`config.mk`:
```
export PLATFORM = sky130hd
export DESIGN_NAME = adc_capture_top
export DESIGN_NICKNAME = d
export VERILOG_FILES = /design/src/hw/adc_pkg.sv /design/src/hw/dma_pkg.sv /design/src/hw/adc_frontend.sv /design/src/hw/sample_fifo.sv /design/src/hw/dma_writer.sv /design/src/hw/adc_capture_top.sv
export SDC_FILE = /design/constraint.sdc
export NUM_CORES = 1
export LEC_CHECK = 0
export BUFFER_PORTS_ARGS = -buffer_cell sky130_fd_sc_hd__buf_2
export CORE_ASPECT_RATIO = 0.9
export CORE_UTILIZATION = 25
export CTS_CLUSTER_SIZE = 8
export DETAILED_ROUTE_END_ITERATION = 10
export PLACE_DENSITY = 0.38
export RECOVER_POWER = 50
export SLEW_MARGIN = 20
export SYNTH_ARGS = -nofsm -noshare
export SYNTH_HDL_FRONTEND = slang
export SYNTH_HIERARCHICAL = 1
export SYNTH_SLANG_ARGS = --single-unit
```
`constraint.sdc`:
```
create_clock -name adc_clk_01 -period 12.3 [get_ports adc_clk_01]
set_clock_uncertainty 0.2 [all_clocks]
set_input_delay 1.23 -clock adc_clk_01 [delete_from_list [all_inputs] [get_ports adc_clk_01]]
set_output_delay 1.23 -clock adc_clk_01 [all_outputs]
set_load 0.01 [all_outputs]
```
`src/hw/adc_pkg.sv`:
```
/* ADC types: raw and converted channel codes, four-channel frames
   and the decimation factor shared by the acquisition path */

`default_nettype none

package adc_pkg;

  ////////////////////////////////////////////////////////////////////////////
  // sizes
  ////////////////////////////////////////////////////////////////////////////

  localparam int NUM_CH = 4;   // channels per frame
  localparam int ADC_W  = 14;  // converter code width

  ////////////////////////////////////////////////////////////////////////////
  // sample and frame types
  ////////////////////////////////////////////////////////////////////////////

  // offset binary, negative slope, straight off the pins
  typedef logic [ADC_W-1:0] adc_raw_t;

  // two's complement after conversion
  typedef logic signed [ADC_W-1:0] adc_sample_t;

  typedef struct packed {
    adc_raw_t [NUM_CH-1:0] ch;     // ch[0] in lowest bits
  } adc_raw_frame_t;

  typedef struct packed {
    adc_sample_t [NUM_CH-1:0] ch;  // same layout as raw frame
  } adc_frame_t;

  typedef logic [7:0] adc_dec_t;   // 0 and 1 keep every frame

endpackage : adc_pkg

`default_nettype wire

```
`src/hw/dma_pkg.sv`:
```
/* write-side types: the beat handed to the memory sink and the
   capture configuration arriving on the top-level ports */

`default_nettype none

package dma_pkg;

  localparam int ADDR_W = 32;  // byte address
  localparam int DATA_W = 64;  // one frame per beat

  typedef logic [ADDR_W-1:0] dma_addr_t;

  ////////////////////////////////////////////////////////////////////////////
  // write beat
  ////////////////////////////////////////////////////////////////////////////

  typedef struct packed {
    dma_addr_t         addr;   // byte address of this beat
    logic [DATA_W-1:0] data;   // 16-bit lanes, ch0 in bits 15..0
    logic              last;   // final beat of a burst
  } dma_beat_t;

  ////////////////////////////////////////////////////////////////////////////
  // capture configuration
  ////////////////////////////////////////////////////////////////////////////

  typedef struct packed {
    dma_addr_t         base_addr;   // start of circular buffer
    logic              capture_en;  // gates frames into the fifo
    adc_pkg::adc_dec_t dec;         // keep one frame in dec
  } dma_cfg_t;

endpackage : dma_pkg

`default_nettype wire

```
`src/hw/adc_frontend.sv`:
```
/* ADC front end: offset-binary to two's complement conversion,
   two register stages and an enable-gated decimator */

`timescale 1ns/1ps
`default_nettype none

module adc_frontend (
  input  logic                   adc_clk_01,
  input  logic                   reset_i,
  input  adc_pkg::adc_raw_frame_t raw_i,         // raw codes, all channels
  input  logic                   capture_en_i,
  input  adc_pkg::adc_dec_t      dec_i,         // decimation factor
  output adc_pkg::adc_frame_t    frame_o,       // to fifo write port
  output logic                   frame_vld_o    // one-cycle write strobe
);

  adc_pkg::adc_frame_t conv;      // combinational conversion
  adc_pkg::adc_frame_t conv_r;    // first register stage
  adc_pkg::adc_dec_t   cnt;       // decimation phase
  adc_pkg::adc_dec_t   cnt_eff;   // phase seen by this frame
  logic                en_d;      // enable, one cycle late
  logic                rise;      // enable rising edge
  logic                keep;      // frame passes decimator
  logic                wrap;      // phase returns to zero next
  logic                vld_r;     // valid alongside conv_r

  ////////////////////////////////////////////////////////////////////////////
  // code conversion
  ////////////////////////////////////////////////////////////////////////////

  // neg slope offset binary -> keep msb, flip the rest
  always_comb begin
    for (int i = 0; i < adc_pkg::NUM_CH; i++) begin
      conv.ch[i] = {raw_i.ch[i][adc_pkg::ADC_W-1], ~raw_i.ch[i][adc_pkg::ADC_W-2:0]};
    end
  end

  ////////////////////////////////////////////////////////////////////////////
  // decimation
  ////////////////////////////////////////////////////////////////////////////

  assign rise    = capture_en_i & ~en_d;
  assign cnt_eff = rise ? '0 : cnt;            // restart on enable
  assign keep    = capture_en_i & (cnt_eff == '0);
  assign wrap    = (dec_i < 8'd2) || (cnt_eff >= dec_i - 8'd1);

  always_ff @(posedge adc_clk_01) begin
    if (reset_i) begin
      en_d        <= 1'b0;
      cnt         <= '0;
      vld_r       <= 1'b0;
      frame_vld_o <= 1'b0;
    end else begin
      en_d        <= capture_en_i;
      vld_r       <= keep;
      frame_vld_o <= vld_r;                    // valid tracks data stages
      if (capture_en_i) begin
        cnt <= wrap ? '0 : cnt_eff + 8'd1;     // holds while disabled
      end
    end
  end

  // payload pipeline, two stages
  always_ff @(posedge adc_clk_01) begin
    conv_r  <= conv;
    frame_o <= conv_r;
  end

endmodule : adc_frontend

`default_nettype wire

```
`src/hw/sample_fifo.sv`:
```
/* frame FIFO: circular buffer with occupancy count, drops writes
   while full and latches a sticky overflow flag */

`timescale 1ns/1ps
`default_nettype none

module sample_fifo #(
  parameter type PAYLOAD_T = logic,
  parameter int  DEPTH     = 8
)(
  input  logic     adc_clk_01,
  input  logic     reset_i,
  input  PAYLOAD_T wr_data_i,
  input  logic     wr_en_i,
  input  logic     rd_en_i,      // only while not empty
  output PAYLOAD_T rd_data_o,    // head entry
  output logic     not_empty_o,
  output logic     overflow_o    // sticky until reset
);

  localparam int AW = (DEPTH > 1) ? $clog2(DEPTH) : 1;
  localparam int CW = $clog2(DEPTH + 1);
  localparam logic [AW-1:0] LAST = AW'(DEPTH - 1);
  localparam logic [CW-1:0] FULL = CW'(DEPTH);

  PAYLOAD_T        mem [DEPTH];
  logic [AW-1:0]   wr_ptr;
  logic [AW-1:0]   rd_ptr;
  logic [CW-1:0]   count;       // entries held
  logic            full;
  logic            do_wr;
  logic            do_rd;

  assign full        = (count == FULL);
  assign not_empty_o = (count != '0);
  assign do_wr       = wr_en_i & ~full;         // full -> frame lost
  assign do_rd       = rd_en_i & not_empty_o;
  assign rd_data_o   = mem[rd_ptr];             // head visible at once

  always_ff @(posedge adc_clk_01) begin
    if (reset_i) begin
      wr_ptr     <= '0;
      rd_ptr     <= '0;
      count      <= '0;
      overflow_o <= 1'b0;
    end else begin
      if (do_wr) wr_ptr <= (wr_ptr == LAST) ? '0 : wr_ptr + 1'b1;
      if (do_rd) rd_ptr <= (rd_ptr == LAST) ? '0 : rd_ptr + 1'b1;
      case ({do_wr, do_rd})
        2'b10:   count <= count + 1'b1;
        2'b01:   count <= count - 1'b1;
        default: count <= count;              // both or neither
      endcase
      if (wr_en_i && full) overflow_o <= 1'b1;
    end
  end

  // storage
  always_ff @(posedge adc_clk_01) begin
    if (do_wr) mem[wr_ptr] <= wr_data_i;
  end

endmodule : sample_fifo

`default_nettype wire

```
`src/hw/dma_writer.sv`:
```
/* frame writer: pops the FIFO, packs one frame per 64-bit beat and
   offers it with a circular-buffer address over a four-phase req/ack */

`timescale 1ns/1ps
`default_nettype none

module dma_writer #(
  parameter int BURST_LEN = 4,   // beats per burst
  parameter int BUF_WORDS = 16   // beats in circular buffer
)(
  input  logic                adc_clk_01,
  input  logic                reset_i,
  input  adc_pkg::adc_frame_t frame_i,        // fifo head
  input  logic                frame_avail_i,  // fifo not empty
  output logic                pop_o,
  input  dma_pkg::dma_addr_t  base_addr_i,
  output dma_pkg::dma_beat_t  beat_o,
  output logic                wr_req_o,
  input  logic                wr_ack_i
);

  localparam int IW     = (BUF_WORDS > 1) ? $clog2(BUF_WORDS) : 1;
  localparam int BW     = (BURST_LEN > 1) ? $clog2(BURST_LEN) : 1;
  localparam int LANE_W = dma_pkg::DATA_W / adc_pkg::NUM_CH;
  localparam int EXT_W  = LANE_W - adc_pkg::ADC_W;   // sign bits per lane
  localparam logic [IW-1:0] IDX_LAST   = IW'(BUF_WORDS - 1);
  localparam logic [BW-1:0] BURST_LAST = BW'(BURST_LEN - 1);

  typedef enum logic [1:0] {
    ST_IDLE,       // waiting for a frame
    ST_REQ,        // req high, beat held
    ST_WAIT_LOW    // req dropped, waiting for ack low
  } state_t;

  state_t             state;
  logic [IW-1:0]      idx;        // beat index in buffer
  logic [BW-1:0]      burst_cnt;  // position inside burst
  dma_pkg::dma_beat_t beat_d;     // next beat, built from head

  ////////////////////////////////////////////////////////////////////////////
  // beat packing
  ////////////////////////////////////////////////////////////////////////////

  always_comb begin
    for (int i = 0; i < adc_pkg::NUM_CH; i++) begin
      beat_d.data[i*LANE_W +: LANE_W] =
        {{EXT_W{frame_i.ch[i][adc_pkg::ADC_W-1]}}, frame_i.ch[i]};  // sign extend
    end
    beat_d.addr = base_addr_i + (dma_pkg::dma_addr_t'(idx) << 3);   // 8 bytes/beat
    beat_d.last = (burst_cnt == BURST_LAST);
  end

  ////////////////////////////////////////////////////////////////////////////
  // handshake FSM
  ////////////////////////////////////////////////////////////////////////////

  assign pop_o    = (state == ST_IDLE) & frame_avail_i;
  assign wr_req_o = (state == ST_REQ);              // req one cycle after pop

  always_ff @(posedge adc_clk_01) begin
    if (reset_i) begin
      state     <= ST_IDLE;
      idx       <= '0;
      burst_cnt <= '0;
    end else begin
      case (state)
        ST_IDLE: begin
          if (frame_avail_i) begin
            state     <= ST_REQ;
            idx       <= (idx == IDX_LAST) ? '0 : idx + 1'b1;          // wrap buffer
            burst_cnt <= (burst_cnt == BURST_LAST) ? '0 : burst_cnt + 1'b1;
          end
        end
        ST_REQ: begin
          if (wr_ack_i) state <= ST_WAIT_LOW;       // sink has the beat
        end
        ST_WAIT_LOW: begin
          if (!wr_ack_i) state <= ST_IDLE;          // four-phase closed
        end
        default: state <= ST_IDLE;
      endcase
    end
  end

  // beat held from pop until ack seen
  always_ff @(posedge adc_clk_01) begin
    if (pop_o) beat_o <= beat_d;
  end

endmodule : dma_writer

`default_nettype wire

```
`src/hw/adc_capture_top.sv`:
```
/* ADC capture top: front end feeds the frame FIFO, the writer drains
   it into a circular buffer over a four-phase write handshake */

`timescale 1ns/1ps
`default_nettype none

module adc_capture_top #(
  parameter int FIFO_DEPTH = 8,
  parameter int BURST_LEN  = 4,
  parameter int BUF_WORDS  = 16
)(
  input  logic                    adc_clk_01,
  input  logic                    reset_i,
  input  adc_pkg::adc_raw_frame_t adc_raw_i,   // four raw channels
  input  dma_pkg::dma_cfg_t       cfg_i,       // static configuration
  output dma_pkg::dma_beat_t      beat_o,
  output logic                    wr_req_o,
  input  logic                    wr_ack_i,
  output logic                    overflow_o   // frame lost, sticky
);

  adc_pkg::adc_frame_t fe_frame;     // front end -> fifo
  logic                fe_vld;
  adc_pkg::adc_frame_t head_frame;   // fifo -> writer
  logic                head_avail;
  logic                pop;

  ////////////////////////////////////////////////////////////////////////////
  // producer
  ////////////////////////////////////////////////////////////////////////////

  adc_frontend adc_frontend_inst (
    .adc_clk_01   (adc_clk_01),
    .reset_i      (reset_i),
    .raw_i        (adc_raw_i),
    .capture_en_i (cfg_i.capture_en),
    .dec_i        (cfg_i.dec),
    .frame_o      (fe_frame),
    .frame_vld_o  (fe_vld)        // no back-pressure
  );

  ////////////////////////////////////////////////////////////////////////////
  // buffer
  ////////////////////////////////////////////////////////////////////////////

  sample_fifo #(
    .PAYLOAD_T (adc_pkg::adc_frame_t),
    .DEPTH     (FIFO_DEPTH)
  ) sample_fifo_inst (
    .adc_clk_01  (adc_clk_01),
    .reset_i     (reset_i),
    .wr_data_i   (fe_frame),
    .wr_en_i     (fe_vld),
    .rd_en_i     (pop),
    .rd_data_o   (head_frame),
    .not_empty_o (head_avail),
    .overflow_o  (overflow_o)
  );

  ////////////////////////////////////////////////////////////////////////////
  // consumer
  ////////////////////////////////////////////////////////////////////////////

  dma_writer #(
    .BURST_LEN (BURST_LEN),
    .BUF_WORDS (BUF_WORDS)
  ) dma_writer_inst (
    .adc_clk_01    (adc_clk_01),
    .reset_i       (reset_i),
    .frame_i       (head_frame),
    .frame_avail_i (head_avail),
    .pop_o         (pop),
    .base_addr_i   (cfg_i.base_addr),
    .beat_o        (beat_o),
    .wr_req_o      (wr_req_o),
    .wr_ack_i      (wr_ack_i)
  );

endmodule : adc_capture_top

`default_nettype wire

```
==> results.toml <==
[synth]
synth-async-reset-ratio_pct = 0
yosysSeqAreaShare_pct = 77.6
synth.area.top_cells = "edfxtp_1 (66%), dfxtp_1 (12%), mux4_2 (10%)"
synthesis.nets = 1339
ys_seq_elements = 682
synth-edff-count = 537
yosysTopAreaCell = "edfxtp_1"
synth-main-ff-cell = "edfxtp_1"
avgSynthCellArea_sq_um = 20.2
synth_top_area_share_pct = 65.7
synth_cell_types = 53
syn_area_sq_um = 24500
yosysWarnings = 6
syn_inst = 1214

[die]
die_w_um = 332
die_height_um = 299
coreArea_sq_um = 96900
start_util_pct = 25.3
dieArea_sq_um = 99400
io_pins = 199
num_rows = 108

[finish]
final_cell_mix = "edfxtp_1 (537), buf_2 (184), dfxtp_1 (142)"
area_delta_synth_final_pct = 21.4
final_common_cell = "edfxtp_1"
drive_gt1_share_pct = 31.4
fillers = 9413
nNetsFinal = 1603
diodes = 0

[worst_setup_path]
cp-end-kind = "register"
critPathSlowestCell = "clkinvlp_2"
r2r-start = "sample_fifo_inst/count[1]"
crit_chain = "or4_1 -> nand2_1 -> clkinvlp_2 -> nand2_1 -> inv_1 -> ha_1 -> nor4b_1 -> a41oi_1 -> o41ai_1 -> mux2_1"
crit_family = "buffers and inverters"
crit_fanout = 53
criticalPathCategory = "register to register"
r2r_slack_ns = 5.78
r2r_cells = 10
reg2reg_to = "sample_fifo_inst/count[3]"
critical-path-max-stage-delay_ns = 2.44
path_depth = 10
critPathBufInv = 2
cp_common_cell = "nand2_1"
worstPathArrival_ns = 6.83
cp_data_required_time_ns = 12.61
startpoint_type = "register"

[flow_run]
cap_viol_max_count = 3

[sta]
hold_viol_final = 0
rsz0062_at_grt = "no"
hold_ws_ns = 0.123
tightest_slew_ns = 3.41
maxSlewHeadroom_pct = -127
worst_slack_ns = 5.78
slew_violations = 112
fin_crit_sh_pct = 53.0
fin_crit_ns = 6.52
fmax_ghz = 0.153
setup_viol = 0
setup_tns_ns = 0

[power]
powerDensity_nw_per_um2 = 174
vdd_ir_drop_max_uv = 92.6
p_leak_nw = 10.1

[cts]
cts_tree = "built"
cts_sinks = 682
post_cts_buffers = 0
htree_num_levels = 3
clk_pin_slew_ns = 0.05
cts-resized-gates = 0
insertion_delay_ns = 0.64
clockBufferDepth = 3
cts_made_buffers = 95
ctsHoldBuffers = 0
root_buffer = "clkbuf_16"

[run_status]
violations = "capacitance limit, slew limit"
status = "finished with violations"

[routing]
ant_nets = 0
wl_per_cell_um = 19.9
remaining_drc_errors = 0
first_pass_iters = 4
viasPerCell = 4.18
drt_wl_total_um = 56100
dr_total_vias = 11816
dr.first_iter.drc_count = 485

[global_routing]
grt_pass1_vias = 12680
antenna_found_initial = 2
overflow = 0
grt_max_degree = 59
grt_pass1_wl_um = 83200
grt_use_total_pct = 11.4

[worst_hold_path]
holdPathEnd = "adc_frontend_inst/frame_o[1]"
hold_path_class = "register to register"
hold_path_startpoint = "adc_frontend_inst/conv_r[1]"
hold_path_depth = 0

[place]
numPortBuffers = 198
globalplace.congestion = 0.714
dp_hpwl_um = 29600
place_ws_ns = 7.96
per-layer routing:
layer	GRT usage [%]	share of wire, %	up-vias
li1	-	-	5333
met1	14.7	44	6143
met2	18.8	49	235
met3	2.41	4.4	105
met4	4.08	2.6	0
met5	0	0	-
area by class of cell:
type	count	area, sq um	share of cell area, %
clock inverter	7	130	0.437
tap	1265	1580	5.31
inverter	59	223	0.747
multi-input combinational	422	5000	16.8
sequential	682	19000	63.9
timing repair buffer	218	1130	3.80
clock buffer	171	2680	9.01
sequential cells by signal, summed over array words and instances (netlist names), named ones only:
name / count
sample_fifo_inst/mem: 448
adc_frontend_inst/en_d: 1
adc_frontend_inst/cnt: 8
adc_frontend_inst/frame_o: 56
dma_writer_inst/idx: 4
adc_frontend_inst/frame_vld_o: 1
dma_writer_inst/burst_cnt: 2
dma_writer_inst/state: 2
adc_frontend_inst/conv_r: 56
sample_fifo_inst/overflow_o: 1
dma_writer_inst/beat_o: 89
sample_fifo_inst/count: 4
sample_fifo_inst/wr_ptr: 3
sample_fifo_inst/rd_ptr: 3
adc_frontend_inst/vld_r: 1
through the flow:
step / instances / total power [mW] / utilization [%] / cell area (sq um)
2_1_floorplan: 1214 / 2.70 / - / 24500
3_3_place_gp: 2645 / 2.78 / 27.9 / 27000
3_5_place_dp: 2646 / 2.78 / 27.9 / 27000
4_1_cts: 2824 / 5.30 / 30.8 / 29800
5_1_grt: 2824 / 5.41 / 30.8 / 29800
6_report: 2824 / 5.18 / 30.8 / 29800
worst max-delay path by stage:
stage          slack [ns]                      start                         end
6_report             5.78  sample_fifo_inst/count[1]   sample_fifo_inst/count[3]
3_5_place_dp         7.96                   cfg_i[0]    adc_frontend_inst/cnt[1]
2_1_floorplan        5.33  sample_fifo_inst/count[1]  sample_fifo_inst/mem[0][0]
4_1_cts              8.65                   cfg_i[0]    adc_frontend_inst/cnt[5]
3_3_place_gp         8.12                   cfg_i[2]    adc_frontend_inst/cnt[1]
5_1_grt              5.04  sample_fifo_inst/count[1]   sample_fifo_inst/count[3]
kinds of logic after synthesis:
group / Yosys count / synth area share [%]
muxes: 171 / 13.0
and+or+nand+nor: 141 / 3.23
AOI/OAI and AO/OA: 46 / 1.32
buffers and inverters: 110 / 2.22
DFF: 682 / 77.6
xor gates and xnor gates: 39 / 1.39
adders and majority gates: 25 / 1.31
synthesized netlist by cell type (6+ instances only):
cell type / n
a21o_1: 6
a21oi_1: 19
and2_1: 6
and3_1: 13
buf_2: 9
buf_4: 9
buf_6: 10
clkbuf_1: 17
dfxtp_1: 145
edfxtp_1: 537
ha_1: 24
inv_1: 59
mux2_2: 57
mux4_2: 112
nand2_1: 36
nand2b_1: 6
nand3_1: 13
nand4_1: 11
nor2_1: 13
nor3_1: 11
xnor2_1: 29
xor2_1: 10
report_power, final:
part,internal (mW),switching [mW],total (mW)
combinational,0.0597,0.0844,0.144
sequential,2.55,0.0354,2.58
clock,1.47,0.987,2.46
total,4.08,1.11,5.18
(Power assumes the default switching activity.)
